==> src/lsuPkg.sv <==
`default_nettype none

package lsuPkg;

    localparam int SqnWidth = 6;
    localparam int MemWords = 64;
    localparam int MemIdxWidth = $clog2(MemWords);
    localparam int MemLatMin = 2;
    localparam int MemLatMax = 5;

    typedef enum logic [2:0] {
        none,
        readByte,
        readHalf,
        readWord,
        writeByte,
        writeHalf,
        writeWord
    } MemCmd;

    // valid sits in the MSB of both uop structs
    typedef struct packed {
        logic valid;
        logic external;                 // Non-speculative, never squashed
        logic [SqnWidth-1:0] sqN;
        logic [1:0] size;               // 0 byte, 1 half, 2 word
        logic [31:0] addr;
        logic [3:0] tag;
    } LdUop;

    typedef struct packed {
        logic valid;
        logic [3:0] wmask;
        logic [31:0] addr;
        logic [31:0] data;              // Already placed in its byte lanes
    } StUop;

    // Younger than a taken branch and not external
    function automatic logic squashes(input logic taken, input logic [SqnWidth-1:0] brSqN,
                                      input logic external, input logic [SqnWidth-1:0] sqN);
        return taken && !external && ($signed(sqN - brSqN) > 0);
    endfunction

endpackage

`default_nettype wire

==> src/uopBuffer.sv <==
`default_nettype none

module uopBuffer #(
    parameter type PayloadT = lsuPkg::LdUop,
    parameter bit Squashable = 1'b0
) (
    input wire clk,
    input wire rst,
    input wire push,
    input wire PayloadT pushData,
    input wire pop,
    input wire branchTaken,
    input wire [lsuPkg::SqnWidth-1:0] branchSqN,
    output logic full,
    output PayloadT head
);

    localparam int ValidBit = $bits(PayloadT) - 1;

    PayloadT mem [4];
    logic [3:0] vld;
    logic [1:0] wrPtr;
    logic [1:0] rdPtr;
    logic [2:0] count;
    logic [3:0] squash;
    logic pushSquash;
    logic pushOk;
    logic advance;

    if (Squashable) begin : genSquash
        always_comb begin
            for (int i = 0; i < 4; i++) begin
                squash[i] = lsuPkg::squashes(branchTaken, branchSqN,
                                             mem[i].external, mem[i].sqN);
            end
            pushSquash = lsuPkg::squashes(branchTaken, branchSqN,
                                          pushData.external, pushData.sqN);
        end
    end else begin : genNoSquash
        assign squash = 4'b0000;
        assign pushSquash = 1'b0;
    end

    assign full = count == 3'd4;
    assign pushOk = push && !full;
    // Squashed heads are skipped without a pop
    assign advance = pop || (count != 3'd0 && !vld[rdPtr]);

    always_comb begin
        head = mem[rdPtr];
        head[ValidBit] = vld[rdPtr] && count != 3'd0;
    end

    always_ff @(posedge clk) begin
        if (rst) begin
            vld <= 4'b0000;
            wrPtr <= 2'd0;
            rdPtr <= 2'd0;
            count <= 3'd0;
        end else begin
            vld <= vld & ~squash;
            if (pushOk) begin
                vld[wrPtr] <= pushData[ValidBit] && !pushSquash;
                wrPtr <= wrPtr + 2'd1;
            end
            if (advance) rdPtr <= rdPtr + 2'd1;
            count <= count + 3'(pushOk) - 3'(advance);
        end
    end

    always_ff @(posedge clk) begin
        if (pushOk) mem[wrPtr] <= pushData;
    end

endmodule

`default_nettype wire

==> src/bypassLsu.sv <==
`default_nettype none

module bypassLsu (
    input wire clk,
    input wire rst,
    input wire branchTaken,
    input wire [lsuPkg::SqnWidth-1:0] branchSqN,
    input wire lsuPkg::LdUop ldHead,
    input wire lsuPkg::StUop stHead,
    input wire memStall,
    input wire rdValid,
    input wire [31:0] rdData,
    input wire wrDone,
    input wire ldStall,
    output logic ldPop,
    output logic stPop,
    output lsuPkg::MemCmd memCmd,
    output logic [31:0] memAddr,
    output logic [31:0] memWrData,
    output lsuPkg::LdUop ldOut,
    output logic [31:0] ldData
);

    typedef enum logic [2:0] {
        idle,
        reqLd,
        reqSt,
        waitLd,
        waitSt,
        doneLd
    } StateT;

    StateT state;
    lsuPkg::LdUop activeLd;
    lsuPkg::MemCmd stCmd;
    lsuPkg::MemCmd ldCmd;
    logic [1:0] stLow;
    logic headKill;
    logic activeKill;

    // Stores win over loads in the same cycle
    assign stPop = state == idle && stHead.valid;
    assign ldPop = state == idle && !stHead.valid && ldHead.valid;

    assign headKill = lsuPkg::squashes(branchTaken, branchSqN, ldHead.external, ldHead.sqN);
    // No squash once the result is on ldOut
    assign activeKill = (state == reqLd || state == waitLd) &&
        lsuPkg::squashes(branchTaken, branchSqN, activeLd.external, activeLd.sqN);

    always_comb begin
        case (stHead.wmask)
            4'b0001: begin stCmd = lsuPkg::writeByte; stLow = 2'd0; end
            4'b0010: begin stCmd = lsuPkg::writeByte; stLow = 2'd1; end
            4'b0100: begin stCmd = lsuPkg::writeByte; stLow = 2'd2; end
            4'b1000: begin stCmd = lsuPkg::writeByte; stLow = 2'd3; end
            4'b0011: begin stCmd = lsuPkg::writeHalf; stLow = 2'd0; end
            4'b1100: begin stCmd = lsuPkg::writeHalf; stLow = 2'd2; end
            default: begin stCmd = lsuPkg::writeWord; stLow = 2'd0; end
        endcase
    end

    always_comb begin
        case (ldHead.size)
            2'd0: ldCmd = lsuPkg::readByte;
            2'd1: ldCmd = lsuPkg::readHalf;
            default: ldCmd = lsuPkg::readWord;
        endcase
    end

    always_comb begin
        ldOut = activeLd;
        ldOut.valid = state == doneLd;
    end

    always_ff @(posedge clk) begin
        if (rst) begin
            state <= idle;
            memCmd <= lsuPkg::none;
            activeLd.valid <= 1'b0;
        end else begin
            if (activeKill) activeLd.valid <= 1'b0;
            case (state)
                idle: begin
                    if (stPop) begin
                        memCmd <= stCmd;
                        memAddr <= {stHead.addr[31:2], stLow};
                        memWrData <= stHead.data;
                        state <= reqSt;
                    end else if (ldPop && !headKill) begin   // Squashed head is popped and dropped
                        memCmd <= ldCmd;
                        memAddr <= ldHead.addr;
                        activeLd <= ldHead;
                        state <= reqLd;
                    end
                end
                reqLd, reqSt: begin
                    if (!memStall) begin
                        memCmd <= lsuPkg::none;
                        state <= (state == reqLd) ? waitLd : waitSt;
                    end
                end
                waitLd: begin
                    if (rdValid) begin
                        case (activeLd.size)
                            2'd0: ldData <= {4{rdData[7:0]}};
                            2'd1: ldData <= {2{rdData[15:0]}};
                            default: ldData <= rdData;
                        endcase
                        // A squashed load still drains its response
                        state <= (activeLd.valid && !activeKill) ? doneLd : idle;
                    end
                end
                waitSt: begin
                    if (wrDone) state <= idle;
                end
                doneLd: begin
                    if (!ldStall) begin
                        state <= idle;
                        activeLd.valid <= 1'b0;
                    end
                end
                default: state <= idle;
            endcase
        end
    end

endmodule

`default_nettype wire

==> src/uncachedMemCtrl.sv <==
`default_nettype none

module uncachedMemCtrl (
    input wire clk,
    input wire rst,
    input wire lsuPkg::MemCmd memCmd,
    input wire [31:0] memAddr,
    input wire [31:0] memWrData,
    output logic memStall,
    output logic rdValid,
    output logic [31:0] rdData,
    output logic wrDone
);

    logic [31:0] mem [lsuPkg::MemWords];
    logic [7:0] lfsr;
    logic busy;
    logic [2:0] latCnt;
    lsuPkg::MemCmd reqCmd;
    logic [lsuPkg::MemIdxWidth-1:0] reqIdx;
    logic [1:0] reqLow;
    logic [31:0] reqData;
    logic clearing;
    logic clrDone;
    logic [lsuPkg::MemIdxWidth-1:0] clrIdx;
    logic accept;
    logic fire;
    logic [3:0] wrMask;
    logic [31:0] rdWord;

    assign memStall = busy || clearing;
    assign accept = memCmd != lsuPkg::none && !memStall;
    assign fire = busy && latCnt == 3'd0;
    assign rdWord = mem[reqIdx] >> {reqLow, 3'b000};   // Right-align the addressed lane

    always_comb begin
        case (reqCmd)
            lsuPkg::writeByte: wrMask = 4'b0001 << reqLow;
            lsuPkg::writeHalf: wrMask = 4'b0011 << reqLow;
            lsuPkg::writeWord: wrMask = 4'b1111;
            default: wrMask = 4'b0000;
        endcase
    end

    always_ff @(posedge clk) begin
        if (rst) begin
            lfsr <= 8'hA5;
            busy <= 1'b0;
            latCnt <= 3'd0;
            reqCmd <= lsuPkg::none;
            rdValid <= 1'b0;
            wrDone <= 1'b0;
            clearing <= 1'b0;
            clrDone <= 1'b0;
            clrIdx <= '0;
        end else begin
            lfsr <= {lfsr[6:0], lfsr[7] ^ lfsr[5] ^ lfsr[4] ^ lfsr[3]};
            rdValid <= 1'b0;
            wrDone <= 1'b0;
            if (!clrDone) begin
                clearing <= 1'b1;
                if (clearing) begin
                    clrIdx <= clrIdx + 1'b1;
                    if (clrIdx == lsuPkg::MemIdxWidth'(lsuPkg::MemWords - 1)) begin
                        clearing <= 1'b0;
                        clrDone <= 1'b1;
                    end
                end
            end
            if (accept) begin
                busy <= 1'b1;
                reqCmd <= memCmd;
                // Counts down to the response, total latency MemLatMin..MemLatMax
                latCnt <= 3'(int'(lfsr) % (lsuPkg::MemLatMax - lsuPkg::MemLatMin + 1) +
                              lsuPkg::MemLatMin - 2);
            end else if (busy) begin
                if (latCnt == 3'd0) begin
                    busy <= 1'b0;
                    wrDone <= wrMask != 4'b0000;
                    rdValid <= wrMask == 4'b0000;
                end else begin
                    latCnt <= latCnt - 3'd1;
                end
            end
        end
    end

    always_ff @(posedge clk) begin
        if (accept) begin
            reqIdx <= memAddr[2 +: lsuPkg::MemIdxWidth];
            reqLow <= memAddr[1:0];
            reqData <= memWrData;
        end
        if (fire) begin
            case (reqCmd)
                lsuPkg::readByte: rdData <= {24'b0, rdWord[7:0]};
                lsuPkg::readHalf: rdData <= {16'b0, rdWord[15:0]};
                default: rdData <= mem[reqIdx];
            endcase
        end
    end

    always_ff @(posedge clk) begin
        if (clearing) begin
            mem[clrIdx] <= 32'b0;
        end else if (fire) begin
            for (int b = 0; b < 4; b++) begin
                if (wrMask[b]) mem[reqIdx][8*b +: 8] <= reqData[8*b +: 8];
            end
        end
    end

endmodule

`default_nettype wire

==> src/lsuTop.sv <==
`default_nettype none

module lsuTop (
    input wire clk,
    input wire rst,
    input wire ldPush,
    input wire lsuPkg::LdUop ldIn,
    output logic ldFull,
    input wire stPush,
    input wire lsuPkg::StUop stIn,
    output logic stFull,
    input wire branchTaken,
    input wire [lsuPkg::SqnWidth-1:0] branchSqN,
    output lsuPkg::LdUop ldOut,
    output logic [31:0] ldData,
    input wire ldStall
);

    wire lsuPkg::LdUop ldHead;
    wire lsuPkg::StUop stHead;
    wire ldPop;
    wire stPop;
    wire lsuPkg::MemCmd memCmd;
    wire [31:0] memAddr;
    wire [31:0] memWrData;
    wire memStall;
    wire rdValid;
    wire [31:0] rdData;
    wire wrDone;

    uopBuffer #(
        .PayloadT(lsuPkg::LdUop),
        .Squashable(1'b1)
    ) u_ldBuf (
        .clk(clk),
        .rst(rst),
        .push(ldPush),
        .pushData(ldIn),
        .pop(ldPop),
        .branchTaken(branchTaken),
        .branchSqN(branchSqN),
        .full(ldFull),
        .head(ldHead)
    );

    uopBuffer #(
        .PayloadT(lsuPkg::StUop),
        .Squashable(1'b0)
    ) u_stBuf (
        .clk(clk),
        .rst(rst),
        .push(stPush),
        .pushData(stIn),
        .pop(stPop),
        .branchTaken(branchTaken),
        .branchSqN(branchSqN),
        .full(stFull),
        .head(stHead)
    );

    bypassLsu u_lsu (
        .clk(clk),
        .rst(rst),
        .branchTaken(branchTaken),
        .branchSqN(branchSqN),
        .ldHead(ldHead),
        .stHead(stHead),
        .memStall(memStall),
        .rdValid(rdValid),
        .rdData(rdData),
        .wrDone(wrDone),
        .ldStall(ldStall),
        .ldPop(ldPop),
        .stPop(stPop),
        .memCmd(memCmd),
        .memAddr(memAddr),
        .memWrData(memWrData),
        .ldOut(ldOut),
        .ldData(ldData)
    );

    uncachedMemCtrl u_memCtrl (
        .clk(clk),
        .rst(rst),
        .memCmd(memCmd),
        .memAddr(memAddr),
        .memWrData(memWrData),
        .memStall(memStall),
        .rdValid(rdValid),
        .rdData(rdData),
        .wrDone(wrDone)
    );

endmodule

`default_nettype wire

==> config.mk <==
export PLATFORM = sky130hd
export DESIGN_NAME = lsuTop
export DESIGN_NICKNAME = d
export VERILOG_FILES = /design/src/lsuPkg.sv /design/src/uopBuffer.sv /design/src/bypassLsu.sv /design/src/uncachedMemCtrl.sv /design/src/lsuTop.sv
export SDC_FILE = /design/constraint.sdc
export NUM_CORES = 2
export LEC_CHECK = 0
export ABC_CLOCK_PERIOD_IN_PS = 6420
export BUFFER_PORTS_ARGS = -buffer_cell sky130_fd_sc_hd__buf_2
export CAP_MARGIN = 20
export CORE_ASPECT_RATIO = 1.1
export CORE_MARGIN = 2
export CORE_UTILIZATION = 40
export DETAILED_ROUTE_END_ITERATION = 7
export GPL_ROUTABILITY_DRIVEN = 1
export MAX_ROUTING_LAYER = met4
export PLACE_DENSITY = 0.55
export SKIP_LAST_GASP = 1
export SLEW_MARGIN = 5
export SYNTH_ARGS = -nofsm -noshare
export SYNTH_HDL_FRONTEND = slang
export SYNTH_SLANG_ARGS = --single-unit
==> constraint.sdc <==
create_clock -name clk -period 6.42 [get_ports clk]
set_input_delay 1.284 -clock clk [delete_from_list [all_inputs] [get_ports clk]]
set_output_delay 1.284 -clock clk [all_outputs]
set_load 0.1 [all_outputs]
==> impl_metrics.tcl <==
set metrics [dict create \
    status "complete, no violations" \
    grt.total_usage_pct 21.8 \
    cts_resized 0 \
    p_sw_share_pct 27.9 \
    met2_length_mm 128 \
    power.share.clock_pct 35.9 \
    yosys.area.top_type_share_pct 74.9 \
    cp.arrival_ns 5.88 \
    fillers 21900 \
    via_per_inst 5.65 \
    seqPwrFrac_pct 46.1 \
    hold_viol 0 \
    r2r-start "u_memCtrl.reqCmd[0]$_SDFFE_PP0P_" \
    io_buffers 180 \
    dr.pass1.iters 8 \
    whs_ns 0.351 \
    cap_violations 0 \
    pre_cts_slack_ns 1.30 \
    fp.coreArea_sq_um 257000 \
    post-route-period-util_pct 83.3 \
    cts_root_buffer "clkbuf_16" \
    wl_mm 278 \
    fin_setup_tns_ns 0 \
    async_reset_ff_share_pct 0 \
    drt_iter0_drc 5848 \
    syn_area_per_cell_sq_um 20.4 \
    die_w_um 489 \
    end_kind "flop" \
    synth_edf_count 2585 \
    holdPathStages 0 \
    io_pins 207 \
    post_cts_buffers 0 \
    tritoncts "yes" \
    highest_layer "met4" \
    synth_warnings 0 \
    min_from "u_lsu.memWrData[22]$_DFFE_PP_" \
    ir_drop_mv 0.302 \
    grt_pass1_vias 51800 \
    m1WireLength_mm 115 \
    cts_inserted_buffers 293 \
    ant_nets 0 \
    dr_wl_met3_mm 23.9 \
    ys_ff_latch 2649 \
    die_area_sq_um 263000 \
    internal_power_w 0.0313 \
    core.rowCount 195 \
    crit_path_start_kind "flop" \
    synth_seq_area_share_pct 76.2 \
    syn_inst 5085 \
    setup_viol 0 \
    grt.overflow.total 0 \
    start_util_pct 40.3 \
    antenna_found_initial 33 \
    synth_top_area_cell "edfxtp_1" \
    insertion_delay_ns 0.96 \
    grt_pass1_wl_mm 392 \
    drive_gt1_share_pct 25.0 \
    grt_max_degree 113 \
    syn_area_sq_um 104000 \
    tightest_slew_ns 1.35 \
    routedWlPerCell_um 30.6 \
    synth_top_cells_by_area "edfxtp_1 (75%), mux4_2 (13%), nor2_1 (1.4%)" \
    htreeDepth 5 \
    critPathKind "flop to flop" \
    combPwrFrac_pct 18.0 \
    synth_cell_types 73 \
    die_h_um 538 \
    slew_headroom_pct 9.29 \
    clock_path_buffers 4 \
    gp_congestion 0.861 \
    syn2layout_area_growth_pct 13.0 \
    leakagePower_nw 41.0 \
    slew_violations 0 \
    ys.flop_type "edfxtp_1" \
    max_freq_mhz 187 \
    reg2reg_depth 8 \
    skew_ns 0.0832 \
    cts_num_sinks 2649 \
    finalWorstSetupSlack_ns 1.07 \
    hold_end "u_memCtrl.reqData[22]$_DFFE_PP_" \
    r2r_slack_ns 1.07 \
    path_clk_slew_ns 0.06 \
    ctsHoldBuffers 0 \
    crit_fanout 29 \
    post-route-drc-count 0 \
    vias 51200 \
    timing.rr.end "u_memCtrl.mem[24][17]$_DFFE_PP_" \
    syn_nets 5271 \
    dpl.hpwl_mm 173 \
    num-nets-final 5573 \
    hold_path.class "flop to flop" \
    rsz0062_at_grt "no" \
    power_density_nw_per_um2 370 \
    p_sw_w 0.0121 \
    cp.required_ns 6.95 \
    min_period_ns 5.35 \
]
registers in the layout (all words and copies together) (netlist names), 4 cells and up, named ones only:
| signal | flops |
|---|---|
| u_lsu.ldData | 32 |
| u_memCtrl.reqData | 32 |
| u_stBuf.vld | 4 |
| u_ldBuf.vld | 4 |
| u_memCtrl.reqIdx | 6 |
| u_lsu.ldOut | 45 |
| u_memCtrl.clrIdx | 6 |
| u_stBuf.mem | 168 |
| u_ldBuf.mem | 180 |
| u_memCtrl.lfsr | 8 |
| u_lsu.memWrData | 32 |
| u_memCtrl.mem | 2048 |
| u_memCtrl.rdData | 32 |
| u_lsu.memAddr | 8 |
stage by stage:
| stage | std cells | area (sq um) | power, W | utilization [%] |
|---|---|---|---|---|
| final | 9067 | 117000 | 0.0433 | 45.5 |
| after global routing | 9060 | 117000 | 0.0448 | 45.5 |
| after CTS | 9029 | 117000 | 0.0437 | 45.5 |
| after detailed placement | 8537 | 108000 | 0.0282 | 42.1 |
| after global placement | 8536 | 108000 | 0.0281 | 42.1 |
| after floorplan | 5085 | 104000 | 0.0252 | - |
worst max-delay path by stage:
stage / startpoint / to / cells after the start
final: u_memCtrl.reqCmd[0]$_SDFFE_PP0P_ / u_memCtrl.mem[24][17]$_DFFE_PP_ / 8
after CTS: u_memCtrl.reqCmd[0]$_SDFFE_PP0P_ / u_memCtrl.mem[24][17]$_DFFE_PP_ / 8
after global placement: branchSqN[1] / u_lsu.ldOut[25]$_DFFE_PP_ / 11
after floorplan: flop / u_lsu.ldOut[0]$_DFFE_PP_ / 12
after detailed placement: branchSqN[1] / u_lsu.ldOut[20]$_DFFE_PP_ / 11
after global routing: u_memCtrl.reqCmd[0]$_SDFFE_PP0P_ / u_memCtrl.mem[24][17]$_DFFE_PP_ / 8
routing by layer:
| metal | up-vias | GRT usage [%] |
|---|---|---|
| li1 | 21400 | - |
| met1 | 27100 | 29.1 |
| met2 | 2191 | 32.6 |
| met3 | 460 | 5.25 |
| met4 | 0 | 7.84 |
| met5 | - | - |
area by class of cell:
| type | count | area, sq um | area share [%] |
|---|---|---|---|
| repair buffers | 306 | 2010 | 1.72 |
| clock buffers | 369 | 7740 | 6.61 |
| multi-input cells | 2078 | 22800 | 19.5 |
| inverters | 59 | 221 | 0.189 |
| well taps | 3447 | 4310 | 3.68 |
| clock inverters | 123 | 963 | 0.823 |
| diodes | 36 | 90.1 | 0.0769 |
| flip-flops and latches | 2649 | 78900 | 67.4 |
layout by cell type, fill, tap and decap left out, types with 14 or more instances in the layout:
| master | n |
|---|---|
| mux2i_1 | 134 |
| inv_1 | 58 |
| nor3_1 | 42 |
| mux4_2 | 583 |
| o221ai_1 | 28 |
| a221oi_1 | 14 |
| o22ai_1 | 48 |
| a22oi_1 | 43 |
| clkbuf_1 | 69 |
| clkbuf_16 | 298 |
| clkinv_2 | 38 |
| mux2_2 | 51 |
| nor2b_1 | 32 |
| xnor2_1 | 31 |
| a21oi_1 | 103 |
| nand3_1 | 34 |
| nor2_1 | 370 |
| nand2_1 | 144 |
| a211oi_1 | 16 |
| buf_2 | 180 |
| clkinv_1 | 54 |
| xor2_1 | 21 |
| o21ai_0 | 66 |
| buf_4 | 113 |
| dfxtp_1 | 55 |
| a22o_1 | 15 |
| nand2b_1 | 23 |
| diode_2 | 36 |
| ha_1 | 50 |
| edfxtp_1 | 2585 |
| and2_2 | 41 |
synthesized netlist by cell type, drive strengths merged, types with 51 or more instances:
cell,count
inv,59
clkbuf,97
mux4,583
nor2,376
mux2i,134
buf,202
dfxtp,64
o21ai,75
a21oi,104
edfxtp,2585
mux2,51
nand2,145
kinds of logic (layout without fill, tap and decap cells):
logic type	after synthesis	after routing	synth area share (%)
multiplexers	768	768	14.5
buffers and inverters	358	857	1.98
AND/OR/NAND/NOR	768	768	3.36
other	0	36	0
AO/OA/AOI/OAI	431	431	2.75
adder cells (fa/ha/maj)	59	59	0.778
XOR/XNOR	52	52	0.440
flip-flops	2649	2649	76.2
critical path: stages, from the launching register on:
cell	delay, ns
dfxtp_1	0.45
a21boi_1	0.38
nand2_1	0.20
nor2_4	0.59
mux2i_1	0.66
nand2_1	0.14
nor2_1	0.47
nand2_1	0.88
nor2_1	1.15
power groups by stage:
stage               Sequential, W  Combinational (W)  Clock (W)
floorplan                  0.0199            0.00531          0
global placement           0.0203            0.00780          0
detailed placement         0.0203            0.00784          0
CTS                        0.0200            0.00786     0.0159
global route               0.0200            0.00821     0.0165
finish                     0.0200            0.00779     0.0156
Note: power is estimated with default switching activity, not from simulation.
